<file path="config.mk">
export PLATFORM = sky130hd
export DESIGN_NAME = sram_fifo_top
export DESIGN_NICKNAME = d
export VERILOG_FILES = /design/src/hw/queue_pkg.sv /design/src/hw/stream_pkg.sv /design/src/hw/egress_arbiter.sv /design/src/hw/ingress_arbiter.sv /design/src/hw/queue_memory.sv /design/src/hw/sram_fifo_top.sv
export VERILOG_INCLUDE_DIRS = /design/src /design/src/hw
export SDC_FILE = /design/constraint.sdc
export NUM_CORES = 2
export LEC_CHECK = 0
export ABC_AREA = 1
export ABC_CLOCK_PERIOD_IN_PS = 4700
export BUFFER_PORTS_ARGS = -buffer_cell sky130_fd_sc_hd__buf_2
export CORE_UTILIZATION = 45
export DETAILED_ROUTE_END_ITERATION = 10
export SYNTH_ARGS = -nofsm -noshare
export SYNTH_HDL_FRONTEND = slang
export SYNTH_HIERARCHICAL = 1
export SYNTH_SLANG_ARGS = --single-unit
</file>
<file path="constraint.sdc">
create_clock -name clk -period 4.7 [get_ports clk]
set_input_delay 0.94 -clock clk [delete_from_list [all_inputs] [get_ports clk]]
set_output_delay 0.94 -clock clk [all_outputs]
set_load 0.02 [all_outputs]
</file>
<file path="src/hw/sram_fifo_cfg.svh">
// queue count, beat width, queue depth and the widths derived from them
`ifndef SRAM_FIFO_CFG_SVH
`define SRAM_FIFO_CFG_SVH

//////////////////////////////
// base sizes
//////////////////////////////

`define SF_NUM_QUEUES 4
`define SF_DATA_WIDTH 32
`define SF_QUEUE_DEPTH 16

//////////////////////////////
// derived widths
//////////////////////////////

`define SF_QID_WIDTH 2
`define SF_PTR_WIDTH 4
// one extra bit so a count can reach the full depth
`define SF_COUNT_WIDTH (`SF_PTR_WIDTH + 1)
`define SF_WORD_WIDTH (`SF_DATA_WIDTH + 1)
`define SF_ADDR_WIDTH (`SF_QID_WIDTH + `SF_PTR_WIDTH)
`define SF_MEM_WORDS (`SF_NUM_QUEUES * `SF_QUEUE_DEPTH)

`endif

</file>
<file path="src/hw/queue_pkg.sv">
// queue number, mask, pointer, occupancy and output slot state types
`include "sram_fifo_cfg.svh"

package queue_pkg;

    // queue number
    typedef logic [`SF_QID_WIDTH-1:0] qid_t;

    // one bit per queue, indexed by queue number
    typedef logic [`SF_NUM_QUEUES-1:0] qmask_t;

    // index inside one queue region
    typedef logic [`SF_PTR_WIDTH-1:0] ptr_t;

    // words held by one queue, 0 up to the depth
    typedef logic [`SF_COUNT_WIDTH-1:0] count_t;

    // output holding slot
    typedef enum logic [1:0] {
        slot_empty,
        slot_pending,
        slot_full
    } slot_state_t;

endpackage

</file>
<file path="src/hw/stream_pkg.sv">
// stream beat data type and stored memory word type
`include "sram_fifo_cfg.svh"

package stream_pkg;

    // data carried by one beat
    typedef logic [`SF_DATA_WIDTH-1:0] data_t;

    // last flag in the top bit, beat data below it
    typedef logic [`SF_WORD_WIDTH-1:0] mem_word_t;

endpackage

</file>
<file path="src/hw/egress_arbiter.sv">
// round-robin read arbiter with one output holding slot per queue
`include "sram_fifo_cfg.svh"

module egress_arbiter (
    input  logic                                    clk,
    input  logic                                    memreset,
    input  queue_pkg::qmask_t                       q_empty,
    input  stream_pkg::mem_word_t                   rd_word,
    input  queue_pkg::qmask_t                       m_tready,
    output logic                                    rd_en,
    output queue_pkg::qid_t                         rd_queue,
    output queue_pkg::qmask_t                       m_tvalid,
    output stream_pkg::data_t [`SF_NUM_QUEUES-1:0]  m_tdata,
    output queue_pkg::qmask_t                       m_tlast
);

    queue_pkg::slot_state_t slot_state [`SF_NUM_QUEUES];
    stream_pkg::mem_word_t  slot_word [`SF_NUM_QUEUES];

    queue_pkg::qid_t   last_grant;
    queue_pkg::qid_t   pick;
    queue_pkg::qid_t   scan;
    logic              found;
    queue_pkg::qmask_t can_take;
    queue_pkg::qmask_t candidate;

    // read issued last cycle, its word is on rd_word now
    logic              land_valid;
    queue_pkg::qid_t   land_queue;

    //////////////////////////////
    // read request selection
    //////////////////////////////

    // slot free now, or emptied by the output this very cycle
    always_comb
    begin
        for (int q = 0; q < `SF_NUM_QUEUES; q++)
        begin
            can_take[q] = (slot_state[q] == queue_pkg::slot_empty) ||
                          ((slot_state[q] == queue_pkg::slot_full) && m_tready[q]);
        end
    end

    assign candidate = ~q_empty & can_take;

    always_comb
    begin
        found = 1'b0;
        pick  = last_grant;
        scan  = last_grant;
        for (int i = 1; i <= `SF_NUM_QUEUES; i++)
        begin
            scan = queue_pkg::qid_t'((int'(last_grant) + i) % `SF_NUM_QUEUES);
            if (!found && candidate[scan])
            begin
                found = 1'b1;
                pick  = scan;
            end
        end
    end

    assign rd_en    = found;
    assign rd_queue = pick;

    //////////////////////////////
    // slot state machines
    //////////////////////////////

    always_ff @(posedge clk)
    begin
        if (memreset)
        begin
            last_grant <= queue_pkg::qid_t'(`SF_NUM_QUEUES - 1);
            land_valid <= 1'b0;
            land_queue <= '0;
            for (int q = 0; q < `SF_NUM_QUEUES; q++)
            begin
                slot_state[q] <= queue_pkg::slot_empty;
            end
        end
        else
        begin
            land_valid <= rd_en;
            land_queue <= rd_queue;
            if (rd_en)
            begin
                last_grant <= rd_queue;
            end
            for (int q = 0; q < `SF_NUM_QUEUES; q++)
            begin
                if (land_valid && (land_queue == queue_pkg::qid_t'(q)))
                begin
                    slot_state[q] <= queue_pkg::slot_full;
                end
                else if (rd_en && (rd_queue == queue_pkg::qid_t'(q)))
                begin
                    // a new read wins over the drain in the same cycle
                    slot_state[q] <= queue_pkg::slot_pending;
                end
                else if ((slot_state[q] == queue_pkg::slot_full) && m_tready[q])
                begin
                    slot_state[q] <= queue_pkg::slot_empty;
                end
            end
        end
    end

    // returning word goes to the queue remembered from the read
    always_ff @(posedge clk)
    begin
        if (land_valid)
        begin
            slot_word[land_queue] <= rd_word;
        end
    end

    //////////////////////////////
    // output streams
    //////////////////////////////

    always_comb
    begin
        for (int q = 0; q < `SF_NUM_QUEUES; q++)
        begin
            m_tvalid[q] = (slot_state[q] == queue_pkg::slot_full);
            m_tdata[q]  = slot_word[q][`SF_DATA_WIDTH-1:0];
            m_tlast[q]  = slot_word[q][`SF_DATA_WIDTH];
        end
    end

endmodule

</file>
<file path="src/hw/ingress_arbiter.sv">
// round-robin write arbiter from the input streams into the queue memory
`include "sram_fifo_cfg.svh"

module ingress_arbiter (
    input  logic                                    clk,
    input  logic                                    memreset,
    input  queue_pkg::qmask_t                       s_tvalid,
    input  stream_pkg::data_t [`SF_NUM_QUEUES-1:0]  s_tdata,
    input  queue_pkg::qmask_t                       s_tlast,
    input  queue_pkg::qmask_t                       q_full,
    output queue_pkg::qmask_t                       s_tready,
    output logic                                    wr_en,
    output queue_pkg::qid_t                         wr_queue,
    output stream_pkg::mem_word_t                   wr_word
);

    queue_pkg::qid_t last_grant;
    queue_pkg::qid_t pick;
    queue_pkg::qid_t scan;
    logic            found;
    // low until the first clock after reset has passed
    logic            armed;

    //////////////////////////////
    // round-robin search
    //////////////////////////////

    // start one past the last winner
    always_comb
    begin
        found = 1'b0;
        pick  = last_grant;
        scan  = last_grant;
        for (int i = 1; i <= `SF_NUM_QUEUES; i++)
        begin
            scan = queue_pkg::qid_t'((int'(last_grant) + i) % `SF_NUM_QUEUES);
            if (!found && s_tvalid[scan] && !q_full[scan])
            begin
                found = 1'b1;
                pick  = scan;
            end
        end
    end

    assign wr_en    = found && armed;
    assign wr_queue = pick;
    assign wr_word  = {s_tlast[pick], s_tdata[pick]};

    // ready only towards the winner
    always_comb
    begin
        s_tready = '0;
        s_tready[pick] = wr_en;
    end

    //////////////////////////////
    // grant history
    //////////////////////////////

    always_ff @(posedge clk)
    begin
        if (memreset)
        begin
            armed      <= 1'b0;
            last_grant <= queue_pkg::qid_t'(`SF_NUM_QUEUES - 1);
        end
        else
        begin
            armed <= 1'b1;
            // only a real transfer moves the pointer
            if (wr_en)
            begin
                last_grant <= pick;
            end
        end
    end

endmodule

</file>
<file path="src/hw/queue_memory.sv">
// shared storage array with per-queue pointers, occupancy, full and empty
`include "sram_fifo_cfg.svh"

module queue_memory (
    input  logic                  clk,
    input  logic                  memreset,
    input  logic                  wr_en,
    input  queue_pkg::qid_t       wr_queue,
    input  stream_pkg::mem_word_t wr_word,
    input  logic                  rd_en,
    input  queue_pkg::qid_t       rd_queue,
    output stream_pkg::mem_word_t rd_word,
    output queue_pkg::qmask_t     q_full,
    output queue_pkg::qmask_t     q_empty
);

    // one region of depth words per queue
    stream_pkg::mem_word_t storage [`SF_MEM_WORDS];

    queue_pkg::ptr_t   wr_ptr [`SF_NUM_QUEUES];
    queue_pkg::ptr_t   rd_ptr [`SF_NUM_QUEUES];
    queue_pkg::count_t count  [`SF_NUM_QUEUES];

    logic [`SF_ADDR_WIDTH-1:0] wr_addr;
    logic [`SF_ADDR_WIDTH-1:0] rd_addr;
    queue_pkg::qmask_t         wr_hit;
    queue_pkg::qmask_t         rd_hit;

    // queue number selects the region, pointer the word in it
    assign wr_addr = {wr_queue, wr_ptr[wr_queue]};
    assign rd_addr = {rd_queue, rd_ptr[rd_queue]};

    always_comb
    begin
        wr_hit = '0;
        rd_hit = '0;
        wr_hit[wr_queue] = wr_en;
        rd_hit[rd_queue] = rd_en;
    end

    //////////////////////////////
    // storage
    //////////////////////////////

    always_ff @(posedge clk)
    begin
        if (wr_en)
        begin
            storage[wr_addr] <= wr_word;
        end
        // registered read, one cycle latency
        if (rd_en)
        begin
            rd_word <= storage[rd_addr];
        end
    end

    //////////////////////////////
    // pointers and occupancy
    //////////////////////////////

    always_ff @(posedge clk)
    begin
        if (memreset)
        begin
            for (int q = 0; q < `SF_NUM_QUEUES; q++)
            begin
                wr_ptr[q] <= '0;
                rd_ptr[q] <= '0;
                count[q]  <= '0;
            end
        end
        else
        begin
            for (int q = 0; q < `SF_NUM_QUEUES; q++)
            begin
                // pointers wrap inside the region
                if (wr_hit[q])
                begin
                    wr_ptr[q] <= wr_ptr[q] + 1'b1;
                end
                if (rd_hit[q])
                begin
                    rd_ptr[q] <= rd_ptr[q] + 1'b1;
                end
                // write and read together leave the count alone
                if (wr_hit[q] && !rd_hit[q])
                begin
                    count[q] <= count[q] + 1'b1;
                end
                else if (rd_hit[q] && !wr_hit[q])
                begin
                    count[q] <= count[q] - 1'b1;
                end
            end
        end
    end

    always_comb
    begin
        for (int q = 0; q < `SF_NUM_QUEUES; q++)
        begin
            q_full[q]  = (count[q] == queue_pkg::count_t'(`SF_QUEUE_DEPTH));
            q_empty[q] = (count[q] == '0);
        end
    end

endmodule

</file>
<file path="src/hw/sram_fifo_top.sv">
// top level joining the ingress and egress arbiters to the shared queue memory
`include "sram_fifo_cfg.svh"

module sram_fifo_top (
    input  logic                                    clk,
    input  logic                                    memreset,

    // input streams
    input  queue_pkg::qmask_t                       s_tvalid,
    output queue_pkg::qmask_t                       s_tready,
    input  stream_pkg::data_t [`SF_NUM_QUEUES-1:0]  s_tdata,
    input  queue_pkg::qmask_t                       s_tlast,

    // output streams
    output queue_pkg::qmask_t                       m_tvalid,
    input  queue_pkg::qmask_t                       m_tready,
    output stream_pkg::data_t [`SF_NUM_QUEUES-1:0]  m_tdata,
    output queue_pkg::qmask_t                       m_tlast
);

    // write side
    logic                  wr_en;
    queue_pkg::qid_t       wr_queue;
    stream_pkg::mem_word_t wr_word;

    // read side
    logic                  rd_en;
    queue_pkg::qid_t       rd_queue;
    stream_pkg::mem_word_t rd_word;

    // queue status back to both arbiters
    queue_pkg::qmask_t     q_full;
    queue_pkg::qmask_t     q_empty;

    ingress_arbiter u_ingress (
        .clk      (clk),
        .memreset (memreset),
        .s_tvalid (s_tvalid),
        .s_tdata  (s_tdata),
        .s_tlast  (s_tlast),
        .q_full   (q_full),
        .s_tready (s_tready),
        .wr_en    (wr_en),
        .wr_queue (wr_queue),
        .wr_word  (wr_word)
    );

    queue_memory u_memory (
        .clk      (clk),
        .memreset (memreset),
        .wr_en    (wr_en),
        .wr_queue (wr_queue),
        .wr_word  (wr_word),
        .rd_en    (rd_en),
        .rd_queue (rd_queue),
        .rd_word  (rd_word),
        .q_full   (q_full),
        .q_empty  (q_empty)
    );

    egress_arbiter u_egress (
        .clk      (clk),
        .memreset (memreset),
        .q_empty  (q_empty),
        .rd_word  (rd_word),
        .m_tready (m_tready),
        .rd_en    (rd_en),
        .rd_queue (rd_queue),
        .m_tvalid (m_tvalid),
        .m_tdata  (m_tdata),
        .m_tlast  (m_tlast)
    );

endmodule

</file>
== Yosys cells after proc, flatten, opt, wreduce, memory -nomap -nowiden ==
Memories as Yosys holds them, arrays and structs flattened. A register that Yosys moved wholly into a read port is not among the register bits.
Cells that the tools add are included.
Operators by class
  equality and inequality tests: 14
  reductions and logical operators: 65
  multiply operators: 0
  multiplexer cells: 183
  bitwise logic cells: 32
  order comparisons: 12
  shift-type cells: 0
  divide/modulo/power cells: 0
  add/subtract/negate cells: 24
Operator list (count)
  2-to-1 mux 1 bit: 130
  binary-select mux 32 bit (select 2 bit): 1
  2-to-1 mux 2 bit: 20
  2-to-1 mux 5 bit: 8
  logical AND 1 bit: 33
  adder 4 x 1 -> 4 bit, second input constant: 8
  2-to-1 mux 32 bit: 1
  2-to-1 mux 4 bit: 8
  less-than comparator 2 x 3 -> 1 bit, second input constant: 10
  bitwise OR 1 bit: 28
  binary-select mux 1 bit (select 2 bit): 13
  adder 5 x 1 -> 5 bit, second input constant: 4
  == test 5 bit, second input constant: 4
  logical NOT 5 bit: 4
  subtractor 5 x 1 -> 5 bit, second input constant: 4
  logical NOT 1 bit: 18
  == test 2 bit, second input constant: 8
  AND 4 bit: 3
  logical NOT 2 bit: 6
  adder 2 x 1 -> 2 bit, second input constant: 4
  adder 2 bit, second input constant: 4
  demux 1 bit (select 2 bit): 2
  == test 2 x 1 -> 1 bit, second input constant: 2
  >= comparator 2 x 1 -> 1 bit, second input constant: 2
  2 further kinds: 5
Storage, ports and cells
  memories: 6
  bits in registers: 8
  bits in writable memories: 2304
  output and inout port bits: 140
  latch bits: 0
  bits in read-only memories: 0
Memory list
  u_memory.storage: depth 64, bits a word 33, read ports 1, clocked after memory_dff 1, write ports 1, line queue_memory.sv:18  | stream_pkg::mem_word_t storage [`SF_MEM_WORDS];
  u_egress.slot_word: depth 4, bits a word 33, read ports 4, clocked after memory_dff 0, write ports 1, line egress_arbiter.sv:18  | stream_pkg::mem_word_t slot_word [`SF_NUM_QUEUES];
  u_memory.count: depth 4, bits a word 5, read ports 4, clocked after memory_dff 0, write ports 4, line queue_memory.sv:22  | queue_pkg::count_t count [`SF_NUM_QUEUES];
  u_memory.rd_ptr: depth 4, bits a word 4, read ports 5, clocked after memory_dff 0, write ports 4, line queue_memory.sv:21  | queue_pkg::ptr_t rd_ptr [`SF_NUM_QUEUES];
  u_memory.wr_ptr: depth 4, bits a word 4, read ports 5, clocked after memory_dff 0, write ports 4, line queue_memory.sv:20  | queue_pkg::ptr_t wr_ptr [`SF_NUM_QUEUES];
  u_egress.slot_state: depth 4, bits a word 2, read ports 4, clocked after memory_dff 0, write ports 4, line egress_arbiter.sv:17  | queue_pkg::slot_state_t slot_state [`SF_NUM_QUEUES];

== Depth between registers and ports, before layout ==
  word-level depth: 30
  depth in mapped cells: 32

== Modules after synthesis ==
The synthesis kept the hierarchy.
Modules (own cells, without submodules)
  queue_memory: cells each 8647, area each 96084.7 um2, seq. area each 65973.3 um2, instances 1
  egress_arbiter: cells each 262, area each 4879.7 um2, seq. area each 4304.1 um2, instances 1
  ingress_arbiter: cells each 404, area each 1811.7 um2, seq. area each 60.1 um2, instances 1

== Least setup slack after synthesis ==
Ideal clock, no wire load.
  kind: input to register
  start point: in s_tvalid[0]
  end point: mem u_memory/storage[56][0] (netlist name) (enable)
  stages: 20
  arrival time: 4428 ps
  buffers on the path: 2
  slack: -151 ps
  required time: 4277 ps
  cells stage by stage: nand2_1 -> nand2_1 -> nand3_1 -> nand2_2 -> inv_2 -> nand2_2 -> nand2_1 -> nand3_2 -> inv_2 -> nor2_8 -> buf_4 -> nor2_1 -> inv_1 -> o21ai_0 -> inv_1 -> nand2_1 -> a21oi_1 -> or2_2 -> clkbuf_1 -> nor2_1
RTL lines
  start, declared: line sram_fifo_top.sv:9  | input queue_pkg::qmask_t s_tvalid,
  binary-select mux 1 bit (select 2 bit): line ingress_arbiter.sv:37  | if (!found && s_tvalid[scan] && !q_full[scan])
  2-to-1 mux 1 bit (not written as such): line ingress_arbiter.sv:37
  logical AND 1 bit: line ingress_arbiter.sv:37
  2-to-1 mux 1 bit: line ingress_arbiter.sv:37
  logical NOT 1 bit: line ingress_arbiter.sv:37
  logical AND 1 bit (2 in a row): line ingress_arbiter.sv:37
  2-to-1 mux 1 bit: line ingress_arbiter.sv:37
  logical NOT 1 bit: line ingress_arbiter.sv:37
  logical AND 1 bit (2 in a row): line ingress_arbiter.sv:37
  2-to-1 mux 1 bit: line ingress_arbiter.sv:37
  logical NOT 1 bit: line ingress_arbiter.sv:37
  logical AND 1 bit (2 in a row): line ingress_arbiter.sv:37
  2-to-1 mux 2 bit *: line ingress_arbiter.sv:37
  net wr_queue[1]: line sram_fifo_top.sv:23  | queue_pkg::qid_t wr_queue;
  memory (4 x 4 bit)
  end, declared: line queue_memory.sv:18
The timed path passes the listed nets; every way through them passes the cells marked *. The select of a mux whose other input is x is not followed.

==> reports/metrics.csv <==
stage;metric;value;unit
sta;RSZ-0062 raised after global routing;true;
sta;final setup margin;0.2578;ns
synthesis;Synth Register Bits;2345;
routing;drt first pass iters;6;
routing;Via density;5.638;
routing;DRT Wirelength;322400;µm
flow_run;Max-cap violations;0;
sta;Setup Viol. Count Final;0;
floorplan;Die Span Y;479.9;µm
sta;Slew Limit Fails;0;
clock_network;Hold Buf Count CTS;0;
worst_setup_path;Crit path top cell by count;nand2_1;
floorplan;Initial Util;0.4522;
synthesis;Post-Synthesis Cell Area;102800;µm²
floorplan;Ports;282;
global_routing;initial antenna violation count;18;
finish;Layout Cells excl Fill;12910;
sta;Tcrit/Tclk final;0.9451;
clock_network;Worst-Skew Late Latency;0.89;ns
routing;DRC Markers;0;
placement;IO buf count;281;
synthesis;Syn Inst Count;9313;
global_routing;GRT Total Usage;0.2744;
floorplan;area of the core;227300;µm²
worst_hold_path;HP Class;in2reg;
clock_network;htree depth;4;
worst_setup_path;startpoint types;flip-flop;
worst_setup_path;Max FO, Critical Path;26;
clock_network;root buffer selected by CTS;clkbuf_16;
finish;synth-to-layout area growth;16.09;%
global_routing;first-pass GRT wire length;466600;µm
placement;dpl ws;0.005288;ns
synthesis;Post-synth EDFFs;2337;
worst_setup_path;critical path's largest stage delay;0.41;ns
worst_setup_path;Worst EP arrival;5.09;ns
finish;fillers;19580;
routing;DRT iter0 DRCs;8872;
placement;placed cell count;12450;
global_routing;total grt overflow;0;
synthesis;dominant cell type by area after synthesis;edfxtp_1;
worst_setup_path;Crit Path Class;reg2reg;
finish;share of cells above drive strength 1;0.1265;
synthesis;Avg Inst Size Synth;11.04;µm²
synthesis;Ys Warns;6;
finish;most frequent cells in the layout;2,471 x nand2_1, 2,337 x edfxtp_1, 1,985 x nand3_1;
floorplan;Die X;479.9;µm
clock_network;CTS Sinks;2345;
global_routing;vias in the first global route;70010;
clock_network;CTS tree;built;
floorplan;Row Count;175;
worst_setup_path;Critical Path Slowest Stage Cell;edfxtp_1;
sta;Final Hold Viols;0;
placement;hpwl dp;189500;µm
synthesis;share of the synthesized area in the top cell type;0.6828;
synthesis;sequential area share after synthesis;0.6844;
floorplan;Die ar.;230300;µm²
run_status;status;complete, no violations;
sta;fmax;0.2251;GHz
routing;average wire per standard cell;24.98;µm
synthesis;synth top area cells;edfxtp_1 68%, nand3_1 9.7%, nand2_1 9.2%;
synthesis;post-synthesis cell type count;44;
global_routing;pin count of the biggest net entering global routing;129;
clock_network;Max Buffers Root-to-Sink;3;
finish;leading cell type in the layout, fill and taps excluded;nand2_1;
synthesis;most common flop cell mapped by yosys;edfxtp_1;
clock_network;clock buffer count from CTS;238;
sta;clock skew;0.07060;ns
worst_setup_path;Req. time, crit path;5.35;ns
placement;GP Congestion;0.8896;
sta;Slew headroom;0.1685;
synthesis;Synthesized Nets;9478;
sta;Worst Tran Pin Value;1.244;ns
synthesis;Post-synth ARST share;0;
worst_setup_path;Crit. End Element;flip-flop;
routing;vias;72780;
sta;fin crit period;4.442;ns
routing;Final ANT Viol Nets;0;
finish;nets;9858;
clock_network;Clock Pin Slew Worst Setup and Hold Paths;0.06;ns
[worst max-delay path, delay by kind of cell (launching register included)]
family        cells  cell delay (ns)
flops             1             0.41
simple gates     24             2.86
buf+inv           5             0.90
[per-layer routing]
layer | global-route usage | vias to the layer above | share of wire
met5 | 0 | - | 0.000040
li1 | - | 32680 | -
met4 | 0.1243 | 2 | 0.047
met2 | 0.4444 | 3486 | 0.47
met1 | 0.3669 | 36010 | 0.40
met3 | 0.03993 | 596 | 0.084
[sequential cells by signal, summed over array words and instances, names as in the netlist]
register and cells:
u_memory/rd_word 33, u_egress/slot_word 132, u_egress/slot_state 8, u_egress/land_valid 1, u_ingress/last_grant 2, u_ingress/armed 1
u_egress/last_grant 2, u_egress/land_queue 2, u_memory/storage 2112, u_memory/count 20, u_memory/wr_ptr 16, u_memory/rd_ptr 16
[final cells by class]
type | instances | area, µm² | area share
inverter | 896 | 3381 | 0.02834
sequential | 2345 | 70340 | 0.5895
timing repair buffer | 736 | 7188 | 0.06025
tap | 3009 | 3765 | 0.03155
clock inverter | 149 | 1514 | 0.01269
multi-input combinational | 5476 | 26860 | 0.2251
clock buffer | 295 | 6262 | 0.05249
antenna | 2 | 5.005 | 0.00004195
[stage by stage]
| step | TNS [ns] | utilization | hold WS (ns) | instance area (µm²) |
|---|---|---|---|---|
| finish | 0 | 0.5250 | 0.4104 | 119300 |
| global route | -0.8622 | 0.5249 | 0.3812 | 119300 |
| CTS | 0 | 0.5237 | 0.3428 | 119000 |
| detailed placement | 0 | 0.4895 | 0.5124 | 111300 |
| global placement | 0 | 0.4895 | 0.5088 | 111300 |
| floorplan | -105.48 | - | 0.4587 | 102800 |
[cell families (layout without fill, tap and decap cells)]
family | after synthesis | in the layout | share of synthesized area
AND/OR/NAND/NOR | 5374 | 5378 | 0.2465
other | 0 | 2 | 0
AO/OA/AOI/OAI | 50 | 50 | 0.002739
buffers and inverters | 1496 | 2076 | 0.06119
adder cells (fa/ha/maj) | 23 | 23 | 0.003019
XOR/XNOR | 25 | 25 | 0.002204
flip-flops | 2345 | 2345 | 0.6844
[timing repair]
action / 4_1_cts / 5_1_grt
setup buffers: 0 / 12
resized for setup: 0 / 23
endpoints found under the setup margin: 0 / 145
[Yosys cell counts, types with 14 or more instances]
library cell  count
nand3b_1        660
edfxtp_1       2337
buf_2           442
a21oi_1          19
o21ai_0          16
buf_1            38
nand3_1        1985
nand2_1        2515
nor2_1          167
inv_1           881
ha_1             20
xor2_1           15
inv_2            14
buf_4            23
nand2_2          14
clkbuf_1         92
[worst paths after layout]
| kind | startpoint | to | slack, ns | cells past startpoint |
|---|---|---|---|---|
| hold / removal | m_tready[2] | u_egress/slot_state[2][1] | 0.41 | 3 |
| setup / recovery | u_memory/count[1][3] | u_memory/rd_word[4] | 0.26 | 29 |
| hold reg to reg | u_ingress/armed | u_ingress/last_grant[1] | 0.53 | 3 |
| setup reg to reg | u_memory/count[1][3] | u_memory/rd_word[4] | 0.26 | 29 |
Power is left out: the tool's default activity adds up to more than one toggle a clock period on the data nets, which glitch-free logic cannot reach.
